File: src/hdl/decode_config.svh
// Build-time sizes for the decode stage
// Machine word width, architectural register count and the number of
// pipeline slots during which a jump-and-link blocks writeback writes
`ifndef DECODE_CONFIG_SVH
`define DECODE_CONFIG_SVH

// Width of one machine word and of every register
`define DATA_WIDTH 16

// Eight general registers, register 7 doubles as the link register
`define REG_COUNT 8

// A jump-and-link owns the write port through its EX, MEM and WB slots
`define LINK_DEPTH 3

`endif

File: src/hdl/isaPkg.sv
// Instruction-set types shared by the decode stage
// Word and register address vectors, opcode field, branch condition enum
// and the fixed opcodes and register numbers the decoder relies on
`include "decode_config.svh"

package isaPkg;

   // One register or instruction value
   typedef logic [`DATA_WIDTH-1:0] word_t;

   // Register number, wide enough to name every architectural register
   typedef logic [$clog2(`REG_COUNT)-1:0] regAddr_t;

   // Major opcode field taken from instruction bits 15 to 11
   typedef logic [4:0] opcode_t;

   // Branch condition held in the low two opcode bits (instruction 12 to 11)
   typedef enum logic [1:0] {
      BEQZ = 2'b00,
      BNEZ = 2'b01,
      BLTZ = 2'b10,
      BGEZ = 2'b11
   } branchCond_t;

   // Jump-and-link opcodes, the immediate and the register form
   localparam opcode_t OP_JAL  = 5'b00110;
   localparam opcode_t OP_JALR = 5'b00111;

   // All four conditional branches share the upper opcode bits 011
   localparam logic [2:0] OP_BRANCH_HI = 3'b011;

   // Return addresses always land in the last register
   localparam regAddr_t LINK_REG = regAddr_t'(`REG_COUNT - 1);

endpackage

File: src/hdl/decodePkg.sv
// Types used only inside the decode stage
// Link shadow vector and the decoded instruction class enum
`include "decode_config.svh"

package decodePkg;

   // One bit per downstream slot (EX, MEM, WB) holding a jump-and-link
   // Bit 0 is the youngest slot, the top bit is writeback
   typedef logic [`LINK_DEPTH-1:0] linkShadow_t;

   // Coarse class of the instruction sitting in decode
   // OTHER covers everything the stage does not treat specially
   typedef enum logic [1:0] {
      OTHER  = 2'd0,
      BRANCH = 2'd1,
      JAL    = 2'd2,
      JALR   = 2'd3
   } instrClass_t;

endpackage

File: src/hdl/regPortIf.sv
// Register file port bundle
// Two read ports and one write port, with modports for the register file,
// the decode control block and the write data selector
`timescale 1ns/10ps

interface regPortIf import isaPkg::*; ();

   // Read side, addresses from control and data back from the file
   regAddr_t readAddr1;
   regAddr_t readAddr2;
   word_t    readData1;
   word_t    readData2;

   // Write side, address and strobe from control and data from the selector
   logic     writeEn;
   regAddr_t writeAddr;
   word_t    writeData;

   modport file (
      input  readAddr1, readAddr2, writeEn, writeAddr, writeData,
      output readData1, readData2
   );

   modport ctrl (
      output readAddr1, readAddr2, writeEn, writeAddr
   );

   modport data (
      output writeData
   );

endinterface

File: src/hdl/decodeControl.sv
// Decode control block
// Opcode classification, source register selection, the link shadow that
// tracks jump-and-link instructions downstream, and write port arbitration
`timescale 1ns/10ps
`include "decode_config.svh"

module decodeControl
   import isaPkg::*;
   import decodePkg::*;
(
   input  logic        clk,
   input  logic        arstN,
   input  word_t       instr,
   input  logic        wbEn,
   input  regAddr_t    wbAddr,
   regPortIf.ctrl      regs,
   output logic        isBranch,
   output logic        isLink,
   output branchCond_t cond
);

   opcode_t     opcode;
   instrClass_t instrClass;
   linkShadow_t linkShadow;
   logic        shadowBusy;

   // Major opcode sits in the top five instruction bits
   assign opcode = instr[15:11];

   // Classify the instruction in decode
   // Jump-and-link forms are exact matches while branches share a 3-bit prefix
   always_comb begin
      instrClass = OTHER;
      if (opcode == OP_JAL) begin
         instrClass = JAL;
      end else if (opcode == OP_JALR) begin
         instrClass = JALR;
      end else if (opcode[4:2] == OP_BRANCH_HI) begin
         instrClass = BRANCH;
      end
   end

   assign isBranch = (instrClass == BRANCH);
   assign isLink   = (instrClass == JAL) || (instrClass == JALR);

   // The low two opcode bits select the branch test and only matter for branches
   assign cond = branchCond_t'(instr[12:11]);

   // Rs and Rt fields feed the two read ports directly
   assign regs.readAddr1 = instr[10:8];
   assign regs.readAddr2 = instr[7:5];

   // Shift a marker along for every jump-and-link leaving decode
   // A link seen in cycle n occupies bit 0 in n+1 and the top bit in n+3
   always_ff @(posedge clk or negedge arstN) begin
      if (!arstN) begin
         linkShadow <= '0;
      end else begin
         linkShadow <= {linkShadow[`LINK_DEPTH-2:0], isLink};
      end
   end

   // Any link still in flight means the writeback result belongs to a slot
   // whose write was already done early from decode
   assign shadowBusy = |linkShadow;

   // A jump-and-link in decode takes the write port this cycle and writes r7
   // Otherwise writeback gets the port unless a link is still in flight
   always_comb begin
      if (isLink) begin
         regs.writeEn   = 1'b1;
         regs.writeAddr = LINK_REG;
      end else begin
         regs.writeEn   = wbEn && !shadowBusy;
         regs.writeAddr = wbAddr;
      end
   end

endmodule

File: src/hdl/registerFile.sv
// Architectural register file
// REG_COUNT words, two combinational read ports and one clocked write port
`timescale 1ns/10ps
`include "decode_config.svh"

module registerFile import isaPkg::*; (
   input logic    clk,
   input logic    arstN,
   regPortIf.file regs
);

   // Storage for every general register, r7 included
   word_t regArray [`REG_COUNT];

   // All registers come out of reset as zero
   // A write becomes visible on the read ports from the next cycle on
   always_ff @(posedge clk or negedge arstN) begin
      if (!arstN) begin
         for (int i = 0; i < `REG_COUNT; i++) begin
            regArray[i] <= '0;
         end
      end else if (regs.writeEn) begin
         regArray[regs.writeAddr] <= regs.writeData;
      end
   end

   // Reads are not bypassed, they show the contents as of the last edge
   assign regs.readData1 = regArray[regs.readAddr1];
   assign regs.readData2 = regArray[regs.readAddr2];

endmodule

File: src/hdl/writebackSelect.sv
// Register write data selection
// Return address computation and the mux between writeback result,
// load-immediate value and return address
`timescale 1ns/10ps

module writebackSelect import isaPkg::*; (
   input  word_t  pcNow,
   input  word_t  imm,
   input  word_t  writeback,
   input  logic   lbi,
   input  logic   link,
   input  logic   isLink,
   regPortIf.data regs,
   output word_t  linkAddr
);

   // Instructions are one word of two bytes, so the return address is PC+2
   assign linkAddr = pcNow + word_t'(2);

   // A link from writeback or a jump-and-link in decode both write the
   // return address, a load-immediate writes its immediate
   always_comb begin
      if (link || isLink) begin
         regs.writeData = linkAddr;
      end else if (lbi) begin
         regs.writeData = imm;
      end else begin
         regs.writeData = writeback;
      end
   end

endmodule

File: src/hdl/branchResolve.sv
// Conditional branch resolution
// Zero and sign tests on the first source register, the condition mux
// and the fetch redirect select
`timescale 1ns/10ps
`include "decode_config.svh"

module branchResolve import isaPkg::*; (
   input  word_t       src,
   input  branchCond_t cond,
   input  logic        isBranch,
   input  logic        bFlag,
   input  logic        jFlag,
   input  logic        halt,
   output logic        pcSel
);

   logic isZero;
   logic isNeg;
   logic condMet;

   // Flags of the value in Rs, treated as two's complement
   assign isZero = (src == '0);
   assign isNeg  = src[`DATA_WIDTH-1];

   // Each condition is a single zero or sign test
   always_comb begin
      case (cond)
         BEQZ:    condMet = isZero;
         BNEZ:    condMet = !isZero;
         BLTZ:    condMet = isNeg;
         BGEZ:    condMet = !isNeg;
         default: condMet = 1'b0;
      endcase
   end

   // Redirect fetch for a taken branch or a forced jump
   // An external bFlag marks a branch-like instruction the decoder does not see
   // Halt always wins and keeps fetch on its current path
   assign pcSel = !halt && (isBranch || bFlag) && (condMet || jFlag);

endmodule

File: src/hdl/decodeStage.sv
// Decode stage top level
// Plain-port wrapper around the register port bundle, decode control,
// register file, write data selector and branch resolution
`timescale 1ns/10ps

module decodeStage import isaPkg::*; (
   input  logic     clk,
   input  logic     arstN,
   input  word_t    instr,
   input  word_t    imm,
   input  word_t    writeback,
   input  word_t    pcNow,
   input  regAddr_t wbAddr,
   input  logic     wbEn,
   input  logic     lbi,
   input  logic     link,
   input  logic     bFlag,
   input  logic     jFlag,
   input  logic     halt,
   output word_t    reg1Data,
   output word_t    reg2Data,
   output word_t    linkAddr,
   output logic     pcSel
);

   logic        isBranch;
   logic        isLink;
   branchCond_t cond;

   // Shared read and write ports of the register file
   regPortIf regs ();

   decodeControl decodeControl_inst (
      .clk      (clk),
      .arstN    (arstN),
      .instr    (instr),
      .wbEn     (wbEn),
      .wbAddr   (wbAddr),
      .regs     (regs.ctrl),
      .isBranch (isBranch),
      .isLink   (isLink),
      .cond     (cond)
   );

   registerFile registerFile_inst (
      .clk   (clk),
      .arstN (arstN),
      .regs  (regs.file)
   );

   writebackSelect writebackSelect_inst (
      .pcNow     (pcNow),
      .imm       (imm),
      .writeback (writeback),
      .lbi       (lbi),
      .link      (link),
      .isLink    (isLink),
      .regs      (regs.data),
      .linkAddr  (linkAddr)
   );

   // Branches test Rs, which is always read through port 1
   branchResolve branchResolve_inst (
      .src      (regs.readData1),
      .cond     (cond),
      .isBranch (isBranch),
      .bFlag    (bFlag),
      .jFlag    (jFlag),
      .halt     (halt),
      .pcSel    (pcSel)
   );

   assign reg1Data = regs.readData1;
   assign reg2Data = regs.readData2;

endmodule

File: config.mk
export PLATFORM = sky130hd
export DESIGN_NAME = decodeStage
export DESIGN_NICKNAME = d
export VERILOG_FILES = /design/src/hdl/isaPkg.sv /design/src/hdl/decodePkg.sv /design/src/hdl/regPortIf.sv /design/src/hdl/decodeControl.sv /design/src/hdl/registerFile.sv /design/src/hdl/writebackSelect.sv /design/src/hdl/branchResolve.sv /design/src/hdl/decodeStage.sv
export VERILOG_INCLUDE_DIRS = /design/src /design/src/hdl
export SDC_FILE = /design/constraint.sdc
export NUM_CORES = 1
export LEC_CHECK = 0
export BUFFER_PORTS_ARGS = -buffer_cell sky130_fd_sc_hd__buf_4
export CORE_UTILIZATION = 62
export DETAILED_ROUTE_END_ITERATION = 8
export PLACE_DENSITY = 0.86
export SYNTH_ARGS = -nofsm -noshare
export SYNTH_HDL_FRONTEND = slang
export SYNTH_SLANG_ARGS = --single-unit
File: constraint.sdc
create_clock -name clk -period 4.55 [get_ports clk]
set_clock_uncertainty 0.05 [all_clocks]
set_input_delay 0 -clock clk [delete_from_list [all_inputs] [get_ports clk]]
set_output_delay 0 -clock clk [all_outputs]
set_load 0.05 [all_outputs]
==> results of run 1 <==
## per-stage QoR
stage	std cells	power (W)
after floorplan	561	0.00292
after global placement	795	0.00329
after detailed placement	795	0.00338
after CTS	827	0.00466
after global routing	827	0.00485
final	827	0.00466
## final timing paths
path | startpoint | endpoint | slack, ps | depth (start not counted)
worst max-delay path | registerFile_inst.regArray[79] | pcSel | 1500 | 8
worst min register to register | decodeControl_inst.linkShadow[0] | decodeControl_inst.linkShadow[1] | 350 | 0
worst max register to register | decodeControl_inst.linkShadow[1] | registerFile_inst.regArray[18] | 1750 | 4
max in group asynchronous | arstN | registerFile_inst.regArray[40] | 2970 | 3
worst min-delay path | pcNow[0] | registerFile_inst.regArray[32] | 60 | 4
min in group asynchronous | arstN | decodeControl_inst.linkShadow[2] | 220 | 2
## power by group through the flow
stage          Clock (W)  Sequential, W  Combinational, W
2_1_floorplan          0        0.00169           0.00123
3_3_place_gp           0        0.00173           0.00156
3_5_place_dp           0        0.00177           0.00161
4_1_cts          0.00128        0.00176           0.00162
5_1_grt          0.00133        0.00181           0.00171
6_report         0.00127        0.00177           0.00162
## worst min-delay path: cells and delay by family
family                 cells  cell delay [ps]
and+or+nand+nor            1               50
buffers and inverters      1              100
AOI/OAI and AO/OA          2              340
## repair_timing
item / CTS / global route
resized for setup: 0 / 0
endpoints found under the hold margin: 76 / 0
hold buffers: 3 / 0
buffers inserted: 0 / 0
## final cells by class
cell class / count / area, sq um / share of cell area
Sequential cell: 131 / 3280 / 0.361
Timing Repair Buffer: 128 / 968 / 0.107
Clock inverter: 5 / 52.6 / 0.00578
Inverter: 3 / 11.3 / 0.00124
Multi-Input combinational cell: 389 / 4100 / 0.451
Clock buffer: 24 / 492 / 0.0541
Tap cell: 147 / 184 / 0.0202
## synth_stat cells (4+ instances only)
| cell type | count | share of area |
|---|---|---|
| mux2_2 | 151 | 0.22 |
| dfrtp_1 | 131 | 0.43 |
| mux2i_1 | 49 | 0.064 |
| mux4_2 | 36 | 0.11 |
| nor2_1 | 19 | 0.0094 |
| nand2_1 | 16 | 0.0079 |
| clkbuf_1 | 15 | 0.0074 |
| a21oi_1 | 12 | 0.0079 |
| a221o_1 | 12 | 0.016 |
| o22ai_1 | 12 | 0.0099 |
| buf_2 | 10 | 0.0066 |
| xnor2_1 | 9 | 0.010 |
| mux2_1 | 6 | 0.0089 |
| nand3_1 | 6 | 0.0039 |
| o21ai_0 | 6 | 0.0039 |
| buf_4 | 5 | 0.0049 |
| mux2_4 | 5 | 0.0099 |
| nand2b_1 | 5 | 0.0041 |
| buf_6 | 4 | 0.0059 |
| nand4_1 | 4 | 0.0033 |
| xor2_1 | 4 | 0.0046 |
## cell families after synthesis
kind of cell    after synthesis  synth area share
fa+ha+maj                     1           0.00164
flops                       131             0.431
buf+inv                      41            0.0306
xor+xnor                     13            0.0150
compound gates               54            0.0506
simple gates                 74            0.0584
mux                         247             0.413
## routing by layer
| layer | routed length [microns] | part of all wire | up-vias |
|---|---|---|---|
| met5 | 0 | 0 | - |
| met4 | 429 | 0.021 | 0 |
| met3 | 1270 | 0.063 | 41 |
| met2 | 10400 | 0.51 | 216 |
| met1 | 8140 | 0.40 | 2901 |
| li1 | - | - | 2376 |
## sequential cells by signal, summed over array words and instances (netlist names)
name                           flops
registerFile_inst.regArray       128
decodeControl_inst.linkShadow      3
==> results.md, run 1 <==
* Status: completed
* Core Area at 0.0120 sq mm
* Avg Cell Area, Syn at 13.6 sq um
* P per Cell Area at 513 mW/mm^2
* Iter 0 DRT Violations at between 500 and 600
* Most frequent cells in the layout: 151 x mux2_2, 131 x dfrtp_1, 125 x buf_4
* Global-route wire length before repair at between 30000 and 40000 microns
* Pre-Repair DR Iteration Count at 6
* Internal power at 0.00309 W
* Via Count at 5534
* Relative slew slack at 0.156
* DRT antenna net count at 0
* Grt met1 use at 0.420
* Worst path slowest cell: nor4_1
* Most common cell after layout, fill and taps aside: mux2_2
* CTS clock-pin slew for the worst setup and hold paths at 60 ps
* CTS Buffer Depth at 2
* Gr ovfl total at 0
* Leak at 3.95 nW
* Final period utilization at 0.671
* Worst hold path type: input port to flip-flop
* Post-Synthesis Cells at between 500 and 600
* Clock Tree Root: clkbuf_16
* Ys async rst share at 1.00
* Post-layout minimum cycle time at a little over 3000 ps
* Final #Nets at approximately 750
* Final HPWL DP at 12800 microns
* Main synth FF type: dfrtp_1
* Filler Cells Inserted at 757
* Busiest grt layer: met2
* MaxCap Viol Count at 0
* Diode count at 0
* CTS tree: yes
* Max Fclk at between 300 and 400 MHz
* Pin count of the biggest net entering global routing at 77
* CTS buffer count at 17
* Layout area overhead at 19.4%
* Tightest Pin Transition at approximately 1300 ps
* Sw Share at 0.336
* WP data arrival at 3000 ps
* Sw power at 0.00157 W
* DP Area at 0.00851 sq mm
* Max-slew violations at 0
* Type of the worst setup path: flip-flop to output pin
* WHS at 64.8 ps
* Clock group share of total power at 0.272
* Residual DRC at 0
* Post-synthesis sequential area ratio at 0.431
* EDFF count, synth at 0
* Post-Syn Area at 0.00761 sq mm
* Type of origin of the critical path: flip-flop
* Worst-path cell chain: mux4_2 > nand2b_1 > o221ai_2 > nor4_1 > nand4_1 > nor4b_2 > a211oi_1 > buf_4
* Crit path max-delay family: simple AND/OR/NAND/NOR gates
* Fin area at 0.00909 sq mm
* #FFs+latches synth at 131
* Initial Util at 0.634
* Post-layout util at 0.757
* Maximum vdd drop at 389 uV
* Critical path data required time at around 4500 ps
* GR Util met3 at 0.0868
* Grt met2 use at 0.575
* Yosys warns at 0
* Place WS at 1600 ps
* Die area at 0.0127 sq mm
* Vias in the first global route at between 5000 and 6000
* CP max FO at 4
* Ports at 124
* Mapped Nets at 637
* WL final at 20200 microns
* Number of port buffers at approximately 120
* Combinational share of power at 0.348
* Hold violation total from the final report at 0
* Setup TNS at 0 ps
* GP Congestion at about 0.78
* CP bufs+invs at 1
* RSZ-0062 raised after global routing: false
* # clock sinks at 131
* Tot GR Track Use at 0.339
* Synth unique cells at 50
* Flop pwr share at 0.380
* Rows at 40
* # setup viols final at 0
* Initial antenna violation count at 0
* DR WL/cell at 24.5 microns
* H-tree Lvls at 4
* Clk_lat worst skew at 410 ps
* Setup ws final at roughly 1500 ps
* Crit path largest cell delay at 610 ps
* Vias per Instance at 6.69
* DIE WIDTH at 113 microns
* Share of layout cells above drive strength 1 at 0.522
* Chip height at roughly 110 microns
* CP Capture Type: output pin
No activity file was read; power rests on OpenSTA's default activity.
==> inputs of run 2 (changes only) <==
ABC_AREA = 1   (was not set)
CORE_UTILIZATION = 52   (was 62)
PLACE_DENSITY = 0.77   (was 0.86)
clock period = 2.8 ns   (was 4.55 ns; I/O delays follow)
==> run 2 against run 1 <==
Utilization shrank 12 points. Routed wire length grew 21%. Count of clock-buffer cells in the layout shrank 6. Register-to-register slack lost 900 ps. Setup slack lost 1100 ps. Critical path type unchanged. Synthesized cell count grew 110%. Sequential power grew 50%.
==> results.md, run 2 <==
* Max Fclk at around 420 MHz
* Clock Tree Root: clkbuf_16
* Initial antenna violation count at 0
* Most frequent cells in the layout: 350 x nand2_1, 141 x inv_1, 137 x buf_4
* DIE WIDTH at 126 microns
* DRT antenna net count at 0
* Post-Syn Area at between 0.008 and 0.009 sq mm
* Vias in the first global route at about 7700
* Crit path launch: registerFile_inst.regArray[111]
* Post-layout minimum cycle time at 2380 ps
* H-tree Lvls at 4
* Number of port buffers at 118
* Setup ws final at 415 ps
* GP Congestion at 0.812
* CP Capture Type: output pin
* Leak at 4.91 nW
* Final HPWL DP at about 16000 microns
* Final #Nets at 1351
* Critical path data required time at 2750 ps
* Hold violation total from the final report at 0
* Synth unique cells at 36
* Clk_lat worst skew at around 430 ps
* CTS buffer count at 17
* Layout area overhead at 20.4%
* Post-Synthesis Cells at 1186
* Reg with most FFs: registerFile_inst.regArray
* RSZ-0062 raised after global routing: false
* Tightest Pin Transition at between 900 and 1000 ps
* Main synth FF type: dfrtp_1
* Yosys warns at 0
* WL final at approximately 24000 microns
* DR WL/cell at 16.6 microns
* WP data arrival at about 2300 ps
* # setup viols final at 0
* Die area at 0.0159 sq mm
* Most common cell in the netlist: nand2_1
* EDFF count, synth at 0
* Critical path's most frequent cell: nand2_1
* Crit path largest cell delay at 430 ps
* Share of layout cells above drive strength 1 at 0.153
* #FFs+latches synth at 131
* Residual DRC at 0
* P per Cell Area at 728 mW/mm^2
* Type of origin of the critical path: flip-flop
* Type of the worst setup path: flip-flop to output pin
* Max-slew violations at 0
* Place WS at 554 ps
* Worst hold path type: input port to flip-flop
* Tot GR Track Use at 0.324
* Synth area leader: dfrtp_1
* Ys async rst share at 1.00
* Status: completed
* Chip height at 126 microns
* Global-route wire length before repair at 39400 microns
* Gr ovfl total at 0
* Vias per Instance at 5.57
* Pre-Repair DR Iteration Count at 5
* Pin count of the biggest net entering global routing at 80
* Reg2Reg Launch Point: decodeControl_inst.linkShadow[1]
* Most common cell after layout, fill and taps aside: nand2_1
* Hold Startpoint: imm[15]
* Avg Cell Area, Syn at 6.77 sq um
* Initial Util at 0.530
* CTS clock-pin slew for the worst setup and hold paths at 60 ps
* Largest register FFs at about 130
* Diode count at 0
* CTS tree: yes
* # clock sinks at approximately 130
* Largest registers: registerFile_inst.regArray: 128 flops, decodeControl_inst.linkShadow: 3 flops
* Worst path slowest cell: o21ai_1
* Via Count at approximately 8000
* Top cells by area, synth: dfrtp_1 41%, nand2_1 16%, o21ai_0 7.4%, inv_1 6.6%, nand3_1 5.5%
* Core Area at 0.0151 sq mm
* Ports at 124
* Maximum vdd drop at 565 uV
* Final period utilization at 0.852
* CTS Buffer Depth at 2
* Post-synthesis sequential area ratio at 0.408
* MaxCap Viol Count at 0
* Relative slew slack at 0.384
* Iter 0 DRT Violations at ~980
* Worst-path cell chain: inv_1 > nand2_1 > nand3_1 > nand2_1 > o21ai_1 > nand2_1 > nor2_1 > nand2_1 > nor2_1 > nand2_1 > nand3_1 > nor2_1 > nor2_1 > buf_4
* WHS at 12.2 ps
* Rows at 45
* CP max FO at 4
* Setup TNS at 0 ps
* Mapped Nets at 1262
* Share of the synthesized area in the top cell type at 0.408
* Synth cell count leaders: 350 x nand2_1, 141 x inv_1, 131 x dfrtp_1
[run 2: path summary, 6_finish.rpt]
path,to,slack [ps],depth (start not counted)
max in group asynchronous,registerFile_inst.regArray[93],1790,3
setup / recovery,pcSel,420,14
hold / removal,registerFile_inst.regArray[47],10,5
hold reg to reg,decodeControl_inst.linkShadow[2],330,0
min in group asynchronous,registerFile_inst.regArray[57],140,2
setup reg to reg,registerFile_inst.regArray[40],850,8
[run 2: where the power goes]
part           total (W)  switching (W)  leakage [nW]  internal [W]
Clock            0.00225       0.000859         0.274       0.00139
Sequential       0.00266       0.000295          1.64       0.00237
Combinational    0.00213        0.00139          2.99      0.000733
Total            0.00704        0.00255          4.91       0.00449
[run 2: stage by stage]
step / area, sq um / utilization / instances / total power, W
floorplan: 8030 / - / 1186 / 0.00413
global placement: 9010 / 0.595 / 1438 / 0.00471
detailed placement: 9010 / 0.595 / 1438 / 0.00477
CTS: 9660 / 0.638 / 1476 / 0.00703
global route: 9660 / 0.638 / 1476 / 0.00745
finish: 9660 / 0.638 / 1476 / 0.00704
[run 2: final cells by class]
cell class	count	area, sq um
clock buffer	18	429
fill	1366	5480
multi-input combinational	830	3830
sequential	131	3280
clock inverter	14	164
inverter	148	556
tap	188	235
timing repair buffer	147	1170
[run 2: logic make-up after synthesis]
group / Yosys count / share of synthesized area
simple gates: 528 / 0.270
compound gates: 290 / 0.193
buf+inv: 225 / 0.115
flops: 131 / 0.408
xor+xnor: 11 / 0.0120
fa+ha+maj: 1 / 0.00156
[run 2: layer usage]
metal	track usage	share of wire
met4	0.131	0.029
met2	0.522	0.46
met3	0.0701	0.089
met1	0.424	0.42
met5	0	0
[run 2: repair_timing]
action                    CTS  global route
setup buffers               0             0
hold buffers                6             0
hold endpoints to repair   63             0
gates resized for setup     0             0
[run 2: worst max-delay path, delay by kind of cell, from the launching register on]
kind / cells / cell delay [ps]
AND/OR/NAND/NOR: 11 / 810
buffers and inverters: 2 / 270
flip-flops: 1 / 380
AO/OA/AOI/OAI: 1 / 430
